$ cat src/logic/fx_defs.svh
`ifndef FX_DEFS_SVH
`define FX_DEFS_SVH

////////////////////////////////////////////////////////////
// fixed point unit widths
////////////////////////////////////////////////////////////

// operand and result width
`define FX_DATA_W 64

// gpr address, rt / ra field of the D form
`define FX_REG_ADDR_W 5

// D form immediate field
`define FX_IMM_W 16

// primary opcode, bits 0..5 of the instruction word
`define FX_OPCODE_W 6

// dispatch target code
`define FX_UNIT_CODE_W 3

`endif
$ cat src/logic/fx_pkg.sv
`default_nettype none

`include "fx_defs.svh"

package fx_pkg;

	////////////////////////////////////////////////////////////
	// enums
	////////////////////////////////////////////////////////////

	// functional unit codes used by dispatch
	typedef enum logic [`FX_UNIT_CODE_W-1:0] {
		UNIT_FX     = 3'd0,
		UNIT_FP     = 3'd1,
		UNIT_LDST   = 3'd2,
		UNIT_BRANCH = 3'd3,
		UNIT_TRAP   = 3'd4
	} fx_unit_code_e;

	// decoded D form operations
	typedef enum logic [3:0] {
		OP_ADD,          // addi, addis
		OP_ADD_CARRY,    // addic
		OP_ADD_CARRY_REC, // addic.
		OP_SUBF_CARRY,   // subfic
		OP_MUL_LOW,      // mulli
		OP_CMP_SIGNED,   // cmpi
		OP_CMP_LOGICAL,  // cmpli
		OP_AND_REC,      // andi., andis.
		OP_OR,           // ori, oris
		OP_XOR,          // xori, xoris
		OP_NOP
	} fx_op_e;

	////////////////////////////////////////////////////////////
	// stage bundles
	////////////////////////////////////////////////////////////

	// straight from dispatch
	typedef struct packed {
		fx_unit_code_e              unit_code;
		logic [`FX_OPCODE_W-1:0]    opcode;
		logic [`FX_REG_ADDR_W-1:0]  target;   // rt, or bf/0/l for compares
		logic [`FX_DATA_W-1:0]      ra;
		logic [`FX_IMM_W-1:0]       imm;
		logic                       is64;
	} fx_issue_t;

	// decode -> alu
	typedef struct packed {
		logic                       valid;
		fx_op_e                     op;
		logic [`FX_DATA_W-1:0]      operand;
		logic [`FX_DATA_W-1:0]      imm_ext;  // already extended and shifted
		logic [`FX_REG_ADDR_W-1:0]  target;
		logic                       is64;
		logic                       cmp64;    // L bit of a compare
	} fx_decoded_t;

	// alu -> formatter
	typedef struct packed {
		logic                       valid;
		fx_op_e                     op;
		logic [`FX_DATA_W:0]        sum;      // carry out in the top bit
		logic [`FX_DATA_W-1:0]      prod_lo;
		logic                       carry32;
		logic                       overflow;
		logic [`FX_REG_ADDR_W-1:0]  target;
		logic                       is64;
		logic                       cmp_lt;
		logic                       cmp_gt;
		logic                       cmp_eq;
	} fx_alu_result_t;

	// out to the register file
	typedef struct packed {
		logic                       valid;
		logic                       gpr_we;
		logic [`FX_REG_ADDR_W-1:0]  gpr_addr;
		logic [`FX_DATA_W-1:0]      value;
		logic                       cr_we;
		logic [2:0]                 cr_field;
		logic [3:0]                 cr_bits;  // lt gt eq so
		logic                       carry;
		logic                       carry32;
		logic                       overflow;
	} fx_writeback_t;

endpackage

`default_nettype wire

$ cat src/logic/fx_issue_decode.sv
`timescale 1ns/10ps
`default_nettype none

`include "fx_defs.svh"

module fx_issue_decode (
	input  wire logic               clock_i,  // decode is combinational
	input  wire logic               rst_i,
	input  wire logic               issue_valid_i,
	input  wire fx_pkg::fx_issue_t  issue_i,
	output fx_pkg::fx_decoded_t     decoded_o
);

	import fx_pkg::*;

	////////////////////////////////////////////////////////////
	// immediate forms
	////////////////////////////////////////////////////////////

	localparam int EXT_W = `FX_DATA_W - `FX_IMM_W;     // bits added on top
	localparam int SH_W  = `FX_DATA_W - 2 * `FX_IMM_W; // top bits of a shifted imm

	logic [`FX_DATA_W-1:0] imm_sext;
	logic [`FX_DATA_W-1:0] imm_zext;
	logic [`FX_DATA_W-1:0] imm_sext_sh;
	logic [`FX_DATA_W-1:0] imm_zext_sh;
	fx_op_e                op;
	logic [`FX_DATA_W-1:0] imm_sel;

	assign imm_sext    = {{EXT_W{issue_i.imm[`FX_IMM_W-1]}}, issue_i.imm};
	assign imm_zext    = {{EXT_W{1'b0}}, issue_i.imm};
	assign imm_sext_sh = {{SH_W{issue_i.imm[`FX_IMM_W-1]}}, issue_i.imm, {`FX_IMM_W{1'b0}}};
	assign imm_zext_sh = {{SH_W{1'b0}}, issue_i.imm, {`FX_IMM_W{1'b0}}};

	////////////////////////////////////////////////////////////
	// primary opcode decode
	////////////////////////////////////////////////////////////

	always_comb begin
		op      = OP_NOP;
		imm_sel = imm_sext;
		case (issue_i.opcode)
			14: begin op = OP_ADD;           imm_sel = imm_sext;    end // addi
			15: begin op = OP_ADD;           imm_sel = imm_sext_sh; end // addis
			12: begin op = OP_ADD_CARRY;     imm_sel = imm_sext;    end // addic
			13: begin op = OP_ADD_CARRY_REC; imm_sel = imm_sext;    end // addic.
			8:  begin op = OP_SUBF_CARRY;    imm_sel = imm_sext;    end // subfic
			7:  begin op = OP_MUL_LOW;       imm_sel = imm_sext;    end // mulli
			11: begin op = OP_CMP_SIGNED;    imm_sel = imm_sext;    end // cmpi
			10: begin op = OP_CMP_LOGICAL;   imm_sel = imm_zext;    end // cmpli, unsigned imm
			28: begin op = OP_AND_REC;       imm_sel = imm_zext;    end // andi.
			29: begin op = OP_AND_REC;       imm_sel = imm_zext_sh; end // andis.
			24: begin op = OP_OR;            imm_sel = imm_zext;    end // ori
			25: begin op = OP_OR;            imm_sel = imm_zext_sh; end // oris
			26: begin op = OP_XOR;           imm_sel = imm_zext;    end // xori
			27: begin op = OP_XOR;           imm_sel = imm_zext_sh; end // xoris
			default: begin
				op      = OP_NOP; // not a D form we handle
				imm_sel = imm_zext;
			end
		endcase
	end

	// only our own unit code and a known opcode go on
	assign decoded_o.valid = issue_valid_i && (issue_i.unit_code == UNIT_FX) && (op != OP_NOP);
	assign decoded_o.op      = op;
	assign decoded_o.operand = issue_i.ra;
	assign decoded_o.imm_ext = imm_sel;
	assign decoded_o.target  = issue_i.target; // rt, or bf in [4:2]
	assign decoded_o.is64    = issue_i.is64;

	// L sits in the low target bit on a compare
	assign decoded_o.cmp64 = ((op == OP_CMP_SIGNED) || (op == OP_CMP_LOGICAL)) ?
		issue_i.target[0] : 1'b0;

endmodule

`default_nettype wire

$ cat config.mk
export PLATFORM = sky130hd
export DESIGN_NAME = fx_issue_decode
export DESIGN_NICKNAME = d
export VERILOG_FILES = /design/src/logic/fx_pkg.sv /design/src/logic/fx_issue_decode.sv
export VERILOG_INCLUDE_DIRS = /design/src /design/src/logic
export SDC_FILE = /design/constraint.sdc
export NUM_CORES = 1
export LEC_CHECK = 0
export ABC_CLOCK_PERIOD_IN_PS = 3000
export BUFFER_PORTS_ARGS = -buffer_cell sky130_fd_sc_hd__buf_2
export CORE_AREA = 3 3 90 92
export DETAILED_ROUTE_END_ITERATION = 8
export DIE_AREA = 0 0 93 95
export SLEW_MARGIN = 5
export SYNTH_ARGS = -nofsm -noshare
export SYNTH_HDL_FRONTEND = slang
export SYNTH_SLANG_ARGS = --single-unit
$ cat constraint.sdc
create_clock -name vclk -period 3
set_input_delay 0.15 -clock vclk [all_inputs]
set_output_delay 0.15 -clock vclk [all_outputs]
set_load 0.05 [all_outputs]
==> impl_metrics.toml <==
[outcome]
status = "finished, final reports clean"

[final_layout]
drive_gt1_share_pct = 63.5
area_delta_synth_final_pct = -14.0
antenna_cells = 0
seqCellArea_sq_um = 0
clockBufferCount = 0
seq_cell_count = 0
fin_nets = 281

[worst_setup_path]
crit_path_top_delay_cell = "and4b_1"
worstPathRequired_ps = 2850
worstSetupPathType = "in -> out"
worst-path-max-fanout = 16
cp_cell_sequence = "buf_2 -> nand2_1 -> xnor2_1 -> and4b_1 -> o2bb2ai_1 -> buf_2"
startpoint_type = "input pin"
arrival_ps = 1920
crit_path_max_incr_delay_ps = 770
crit_top_cell = "buf_2"
endpoint_kind = "primary output"

[cts]
hold_buffers = 0
ctsResizeCount = 0
post_cts_buffers = 0

[timing]
fin_ws_ps = 933
drv_slew = 0
timing.fmax_mhz = 484
hold_viol_final = 0
min_period_ps = 2070
setup_viol = 0
relSlewSlack_pct = 41.6
worstMarginPinSlew_ps = 876
fin_crit_sh_pct = 68.9
rsz0062_at_grt = "no"
tns_ps = 0

[routing]
routed_via_density = 4.06
ant_nets = 0
drtIter0Drc = 41
drcViolationCount = 0
drt_wl_total_um = 3880
wire_per_inst_um = 13.9
first_pass_iters = 4
vias = 1138

[place]
hpwl_um = 3150
pre_cts_ws_ps = 899
gp_congestion = 0.770
portBuffers = 98

[floorplanning]
die_w_um = 93
fp-row-count = 31
die_area_sq_mm = 0.00884
chipHeight_um = 95
coreArea_sq_mm = 0.00729
ioPinCount = 238
initial_core_util_pct = 19.9

[logic_synthesis]
yosysMostFrequentCell = "buf_4"
synthTopCellsByArea = "buf_4 55%, o2bb2ai_2 10%, and2_1 6.9%"
synth.top_cells.by_count = "106 x buf_4, 16 x and2_1, 10 x o2bb2ai_2"
synth_largest_area_cell = "buf_4"
synth_top_area_share_pct = 54.7
syn-num-nets = 292
synth.distinct_cells = 32
avgSynthCellArea_sq_um = 7.49
synth_area_sq_mm = 0.00145
yosysSeqAreaShare_pct = 0
postSynthCellCount = 194
synth_warnings = 0

[grt]
grt_antenna_before_repair = 0
grt_pass1_vias = 933
overflow = 0
grt_pass1_wl_um = 5160
grt_usage_pct = 7.19
grt_max_degree = 33

[min_path]
min_from = "issue_i[56]"
holdPathStages = 0
holdPathEnd = "decoded_o[110]"
hold_class = "in -> out"

[flow_run]
cap_violations = 0

[power]
peakVddDrop_mv = 0.0317
p_leak_uw = 0.000654
powerDensity_mw_per_mm2 = 228
==> through the flow <==
stage / total power (uW) / utilization (%) / hold WS, ps / area (sq um) / instances
floorplan: 486 / - / 467 / 1460 / 194
global placement: 284 / 17.1 / 300 / 1250 / 280
detailed placement: 288 / 17.1 / 300 / 1250 / 280
CTS: 288 / 17.1 / 300 / 1250 / 280
global route: 302 / 17.1 / 300 / 1250 / 280
finish: 285 / 17.1 / 300 / 1250 / 280
==> logic make-up after synthesis <==
family | after synthesis | synth area share, %
fa+ha+maj | 1 | 0.774
simple gates | 38 | 15.6
xor+xnor | 2 | 1.21
compound gates | 38 | 24.6
buf+inv | 115 | 57.8
==> cell usage in the layout (no fill, tap or decap), types with 2 or more instances in the layout <==
cell type / instances
and4b_1: 2
o2bb2ai_2: 10
a21oi_1: 4
xnor2_1: 2
nor2b_1: 2
nor2_1: 5
inv_1: 2
o2bb2ai_1: 6
a211oi_1: 2
and2_1: 16
nand2b_1: 2
o21ai_0: 4
nand2_1: 7
o211ai_1: 2
nand4b_1: 2
buf_2: 98
==> where the power goes <==
part           switching, uW  internal (uW)
clock network              0              0
registers                  0              0
logic                    216           69.4
total                    216           69.4
==> area by class of cell <==
| cell class | instances | area (sq um) |
|---|---|---|
| inverter | 3 | 11.3 |
| fill | 867 | 6040 |
| tap | 99 | 124 |
| timing repair buffer | 99 | 498 |
| multi-input combinational | 79 | 617 |
==> how the worst max path moves through the flow <==
stage	end	startpoint	depth (start not counted)	slack, ps
after floorplan	decoded_o[0]	issue_i[88]	5	430
after global placement	decoded_o[23]	issue_i[88]	6	980
after detailed placement	decoded_o[35]	issue_i[88]	6	900
after CTS	decoded_o[35]	issue_i[88]	6	900
after global routing	decoded_o[35]	issue_i[88]	6	780
final	decoded_o[35]	issue_i[88]	6	930
==> layer usage <==
| metal | vias to the layer above | routed length, um | global-route usage, % |
|---|---|---|---|
| met1 | 493 | 1390 | 7.95 |
| met2 | 90 | 1710 | 11.3 |
| met5 | - | 0 | 0 |
| met4 | 0 | 189 | 3.66 |
| met3 | 26 | 595 | 3.75 |
| li1 | 529 | - | - |
==> worst max-delay path: cells and delay by family <==
family / cells / cell delay, ps
buf+inv: 2 / 520
compound gates: 1 / 190
xor+xnor: 1 / 170
simple gates: 2 / 870
Note: power is estimated with default switching activity, not from simulation.
