--- src/logic/fx_defs.svh ---
`ifndef FX_DEFS_SVH
`define FX_DEFS_SVH

////////////////////////////////////////////////////////////
// fixed point unit widths
////////////////////////////////////////////////////////////

// operand and result width
`define FX_DATA_W 64

// gpr address, rt / ra field of the D form
`define FX_REG_ADDR_W 5

// D form immediate field
`define FX_IMM_W 16

// primary opcode, bits 0..5 of the instruction word
`define FX_OPCODE_W 6

// dispatch target code
`define FX_UNIT_CODE_W 3

`endif
--- src/logic/fx_pkg.sv ---
`default_nettype none

`include "fx_defs.svh"

package fx_pkg;

	////////////////////////////////////////////////////////////
	// enums
	////////////////////////////////////////////////////////////

	// functional unit codes used by dispatch
	typedef enum logic [`FX_UNIT_CODE_W-1:0] {
		UNIT_FX     = 3'd0,
		UNIT_FP     = 3'd1,
		UNIT_LDST   = 3'd2,
		UNIT_BRANCH = 3'd3,
		UNIT_TRAP   = 3'd4
	} fx_unit_code_e;

	// decoded D form operations
	typedef enum logic [3:0] {
		OP_ADD,          // addi, addis
		OP_ADD_CARRY,    // addic
		OP_ADD_CARRY_REC, // addic.
		OP_SUBF_CARRY,   // subfic
		OP_MUL_LOW,      // mulli
		OP_CMP_SIGNED,   // cmpi
		OP_CMP_LOGICAL,  // cmpli
		OP_AND_REC,      // andi., andis.
		OP_OR,           // ori, oris
		OP_XOR,          // xori, xoris
		OP_NOP
	} fx_op_e;

	////////////////////////////////////////////////////////////
	// stage bundles
	////////////////////////////////////////////////////////////

	// straight from dispatch
	typedef struct packed {
		fx_unit_code_e              unit_code;
		logic [`FX_OPCODE_W-1:0]    opcode;
		logic [`FX_REG_ADDR_W-1:0]  target;   // rt, or bf/0/l for compares
		logic [`FX_DATA_W-1:0]      ra;
		logic [`FX_IMM_W-1:0]       imm;
		logic                       is64;
	} fx_issue_t;

	// decode -> alu
	typedef struct packed {
		logic                       valid;
		fx_op_e                     op;
		logic [`FX_DATA_W-1:0]      operand;
		logic [`FX_DATA_W-1:0]      imm_ext;  // already extended and shifted
		logic [`FX_REG_ADDR_W-1:0]  target;
		logic                       is64;
		logic                       cmp64;    // L bit of a compare
	} fx_decoded_t;

	// alu -> formatter
	typedef struct packed {
		logic                       valid;
		fx_op_e                     op;
		logic [`FX_DATA_W:0]        sum;      // carry out in the top bit
		logic [`FX_DATA_W-1:0]      prod_lo;
		logic                       carry32;
		logic                       overflow;
		logic [`FX_REG_ADDR_W-1:0]  target;
		logic                       is64;
		logic                       cmp_lt;
		logic                       cmp_gt;
		logic                       cmp_eq;
	} fx_alu_result_t;

	// out to the register file
	typedef struct packed {
		logic                       valid;
		logic                       gpr_we;
		logic [`FX_REG_ADDR_W-1:0]  gpr_addr;
		logic [`FX_DATA_W-1:0]      value;
		logic                       cr_we;
		logic [2:0]                 cr_field;
		logic [3:0]                 cr_bits;  // lt gt eq so
		logic                       carry;
		logic                       carry32;
		logic                       overflow;
	} fx_writeback_t;

endpackage

`default_nettype wire

--- src/logic/fx_writeback_format.sv ---
`timescale 1ns/10ps
`default_nettype none

`include "fx_defs.svh"

module fx_writeback_format (
	input  wire logic                    clock_i,
	input  wire logic                    rst_i,
	input  wire fx_pkg::fx_alu_result_t  alu_result_i,
	output fx_pkg::fx_writeback_t        wb_o,
	output logic                         xer_so_o
);

	import fx_pkg::*;

	localparam int HALF_W = `FX_DATA_W / 2;

	// fixed point exception state, kept here
	logic so_q;
	logic ov_q;
	logic ca_q;
	logic ca32_q;
	logic so_next;
	logic ov_next;
	logic ca_next;
	logic ca32_next;
	logic ov_upd;
	logic ca_upd;
	logic is_cmp;
	logic is_rec;
	logic [`FX_DATA_W-1:0] value;
	logic [`FX_DATA_W-1:0] rec_val;  // value seen by cr0
	fx_writeback_t wb_next;

	////////////////////////////////////////////////////////////
	// classify
	////////////////////////////////////////////////////////////

	assign is_cmp = (alu_result_i.op == OP_CMP_SIGNED) || (alu_result_i.op == OP_CMP_LOGICAL);
	assign is_rec = (alu_result_i.op == OP_ADD_CARRY_REC) || (alu_result_i.op == OP_AND_REC);

	assign ca_upd = alu_result_i.valid && ((alu_result_i.op == OP_ADD_CARRY) ||
		(alu_result_i.op == OP_ADD_CARRY_REC) || (alu_result_i.op == OP_SUBF_CARRY));
	assign ov_upd = 1'b0; // no OE forms among the D forms

	assign ca_next   = ca_upd ? alu_result_i.sum[`FX_DATA_W] : ca_q;
	assign ca32_next = ca_upd ? alu_result_i.carry32 : ca32_q;
	assign ov_next   = ov_upd ? alu_result_i.overflow : ov_q;
	assign so_next   = so_q | (ov_upd & alu_result_i.overflow); // sticky

	////////////////////////////////////////////////////////////
	// value and cr bits
	////////////////////////////////////////////////////////////

	assign value = (alu_result_i.op == OP_MUL_LOW) ? alu_result_i.prod_lo :
		alu_result_i.sum[`FX_DATA_W-1:0];

	// 32 bit mode looks at the low word only
	assign rec_val = alu_result_i.is64 ? value :
		{{HALF_W{value[HALF_W-1]}}, value[HALF_W-1:0]};

	always_comb begin
		wb_next.valid    = alu_result_i.valid;
		wb_next.gpr_we   = alu_result_i.valid && !is_cmp;
		wb_next.gpr_addr = alu_result_i.target;
		wb_next.value    = value;
		wb_next.cr_we    = alu_result_i.valid && (is_cmp || is_rec);
		wb_next.cr_field = is_cmp ? alu_result_i.target[`FX_REG_ADDR_W-1:2] : 3'd0; // bf or cr0
		if (is_cmp) begin
			wb_next.cr_bits = {alu_result_i.cmp_lt, alu_result_i.cmp_gt, alu_result_i.cmp_eq,
				so_next};
		end else begin
			wb_next.cr_bits = {rec_val[`FX_DATA_W-1],
				!rec_val[`FX_DATA_W-1] && (rec_val != '0),
				(rec_val == '0), so_next};
		end
		wb_next.carry    = ca_next;
		wb_next.carry32  = ca32_next;
		wb_next.overflow = ov_next;
	end

	////////////////////////////////////////////////////////////
	// registers
	////////////////////////////////////////////////////////////

	always_ff @(posedge clock_i) begin
		wb_o <= wb_next;
		if (rst_i) begin
			wb_o.valid  <= 1'b0;
			wb_o.gpr_we <= 1'b0;
			wb_o.cr_we  <= 1'b0;
		end
	end

	always_ff @(posedge clock_i) begin
		if (rst_i) begin
			so_q   <= 1'b0;
			ov_q   <= 1'b0;
			ca_q   <= 1'b0;
			ca32_q <= 1'b0;
		end else begin
			so_q   <= so_next;
			ov_q   <= ov_next;
			ca_q   <= ca_next;
			ca32_q <= ca32_next;
		end
	end

	assign xer_so_o = so_q;

endmodule

`default_nettype wire

--- config.mk ---
export PLATFORM = sky130hd
export DESIGN_NAME = fx_writeback_format
export DESIGN_NICKNAME = d
export VERILOG_FILES = /design/src/logic/fx_pkg.sv /design/src/logic/fx_writeback_format.sv
export VERILOG_INCLUDE_DIRS = /design/src /design/src/logic
export SDC_FILE = /design/constraint.sdc
export NUM_CORES = 1
export LEC_CHECK = 0
export ABC_AREA = 1
export BUFFER_PORTS_ARGS = -buffer_cell sky130_fd_sc_hd__buf_2
export CAP_MARGIN = 20
export CORE_ASPECT_RATIO = 0.75
export CORE_MARGIN = 2
export CORE_UTILIZATION = 46
export CTS_CLUSTER_SIZE = 12
export DETAILED_ROUTE_END_ITERATION = 8
export GPL_TIMING_DRIVEN = 1
export PLACE_DENSITY = 0.95
export RECOVER_POWER = 25
export SETUP_SLACK_MARGIN = 0.05
export SLEW_MARGIN = 20
export SYNTH_ARGS = -nofsm -noshare
export SYNTH_HDL_FRONTEND = slang
export SYNTH_SLANG_ARGS = --single-unit
--- constraint.sdc ---
create_clock -name clock_i -period 2.38 [get_ports clock_i]
set_input_delay 0.119 -clock clock_i [delete_from_list [all_inputs] [get_ports clock_i]]
set_output_delay 0.119 -clock clock_i [all_outputs]
set_load 0.02 [all_outputs]
==> results.cfg <==
[power]
ir_worst_vdd_v = 0.0003072
p_leak_nw = 3.203
power_density_mw_per_mm2 = 568.8

[die]
die_y_um = 81.17
ioPinCount = 230
die_w_um = 106.9
dieArea_mm2 = 0.008676
initial_core_util_pct = 46.75
rows = 28
core_mm2 = 0.007812

[sta]
max_freq_mhz = 458.9
clock_skew_ns = 0.0002632
drv_slew = 0
period_share_pct = 91.57
period_needed_ns = 2.179
rsz0062_at_grt = no
holdWs_ns = 0.01892
hold_violations = 0
setup_viol = 0
fin_setup_tns_ns = 0

[synth]
synth_most_common_cell = nand2_1
synth_top_cells_by_count = nand2_1 (201), inv_1 (93), dfxtp_1 (82)
yosys_register_bits = 82
synth_ff_type = dfxtp_1
yosysUniqueCellTypes = 19
synth_area_leaders = dfxtp_1 (45%), nand2_1 (21%), inv_1 (9.6%)
synth.area.mux_share_pct = 0
yosysWarnings = 0
seq_area_frac_synth_pct = 44.95
syn_inst = 553
synth_top_family_by_area = simple AND/OR/NAND/NOR gates
syn_area_mm2 = 0.003652
synth-xor-area-share_pct = 0
yosys.area_share.simple_pct = 40.63
synth.top_cell.area_share_pct = 44.95
synth_area_per_cell_um2 = 6.604
synth_edf_count = 0
synth-adder-area-share_pct = 0
synth_compound_area_share_pct = 0.4111
yosysTopAreaCell = dfxtp_1
synth_async_sr_flop_share_pct = 0

[grt]
grt_pass1_wl_um = 20270
grt_overflow = 0
grt_pass1_vias = 4302
antenna_found_initial = 1
grt_usage_pct = 30.66
grt_max_degree = 33

[detailed_routing]
finalWirelength_um = 13480
routed_via_density = 4.760
drcViolationCount = 0
detail-route-antenna-nets = 0
avgRoutedWirePerCell_um = 14.33
num_vias = 4479
drt-initial-drc-count = 258
first_pass_iters = 6

[place]
gp_congestion = 0.9063
io_buffers = 225
hpwl_um = 9158
place_area_mm2 = 0.004841

[worst_setup_path]
crit_type = in -> reg
required_ns = 2.67
arrival_ns = 2.47
crit_path_start_kind = input port
end_kind = register
worst-path-max-fanout = 23

[clock_network]
cts_buffers = 9
clkLatencyLatePin_ns = 0.35
root_buffer = clkbuf_8
clockBufferDepth = 2
cts-htree-levels = 3
postCtsSetupRepairBufs = 0
cts_tree = built
cts.sinks = 82
clkTransAtPathRegs_ns = 0.09

[hold_path]
hold_path_class = in -> reg

[finish]
drive_gt1_share_pct = 26.11
fin_nets = 977
fin_area_mm2 = 0.005534
final_core_util_pct = 70.84
synthToLayoutAreaGrowth_pct = 51.52

[run_status]
status = complete, no violations

[job]
cap_violations = 0
cells by family (layout without fill, tap and decap cells):
kind of cell / count (synthesis) / after routing
buf+inv: 119 / 399
other cells: 1 / 4
flops: 82 / 82
simple gates: 348 / 348
compound gates: 3 / 3
flip-flops by register name, summed over array words and instances (netlist names):
name    flops
ca32_q      1
ca_q        1
wb_o       80
critical path, cell delays in order:
cell and delay (ns):
dlygate4sd3_1 0.52, buf_2 0.14, inv_1 0.07, nand2_1 0.08
nor2_4 0.37, buf_4 0.36, nand2_1 0.11, nand2_1 0.11
dlygate4sd3_1 0.56
stage by stage:
stage | worst slack (ns) | instances | power (W)
floorplan | 1.019 | 555 | 0.001875
global placement | 0.4401 | 869 | 0.002125
detailed placement | 0.4298 | 869 | 0.002140
CTS | 0.3006 | 940 | 0.003150
global route | 0.1285 | 941 | 0.003286
finish | 0.2007 | 941 | 0.003148
worst paths after layout:
check / slack (ns) / endpoint / cells after the start / from
max: 0.20 / wb_o[13]$_DFF_P_ / 9 / alu_result_i[143]
min: 0.02 / wb_o[81]$_SDFF_PP0_ / 3 / alu_result_i[144]
max reg2reg: 1.72 / wb_o[1]$_DFF_P_ / 4 / ca32_q$_SDFF_PP0_
min reg2reg: 0.57 / ca32_q$_SDFF_PP0_ / 4 / ca32_q$_SDFF_PP0_
final cells by class:
cell class,count,area (µm²)
Antenna cell,1,2.502
Clock buffer,9,123.9
Clock inverter,7,63.81
Fill cell,637,2278
Inverter,95,356.6
Multi-Input combinational cell,354,1513
Sequential cell,82,1642
Tap cell,105,131.4
Timing Repair Buffer,288,1702
where the power goes:
| group | switching (W) | internal (W) | total, W |
|---|---|---|---|
| sequential | 0.0000274 | 0.00146 | 0.00149 |
| combinational | 0.000417 | 0.000292 | 0.000709 |
| clock | 0.000550 | 0.000397 | 0.000946 |
| total | 0.000994 | 0.00215 | 0.00315 |
timing repair:
| action | CTS | global route |
|---|---|---|
| hold buffers | 55 | 0 |
| endpoints found under the hold margin | 42 | 0 |
| resized for setup | 0 | 0 |
layer usage:
| layer | vias to the layer above | part of all wire (%) | wire length, µm | track usage, % |
|---|---|---|---|---|
| met5 | - | 0 | 0 | 0 |
| li1 | 2205 | - | - | - |
| met4 | 0 | 4.1 | 552 | 16.62 |
| met2 | 237 | 49 | 6564 | 54.90 |
| met3 | 48 | 7.0 | 946 | 7.544 |
| met1 | 1989 | 40 | 5418 | 33.97 |
cell usage in the layout (no fill, tap or decap), types with 2 or more instances in the layout:
cell type      instances
inv_1                 93
buf_2                187
nand3_1               69
o21ai_0                3
dfxtp_1               82
nand2_1              200
nand3b_1              15
conb_1                 3
and2_1                 3
buf_4                  7
inv_2                  2
nor2_1                54
dlygate4sd3_1         55
clkinv_4               2
inv_6                  2
clkbuf_8               9
clkbuf_1              38
nor2_4                 2
No activity file was read; power rests on OpenSTA's default activity.
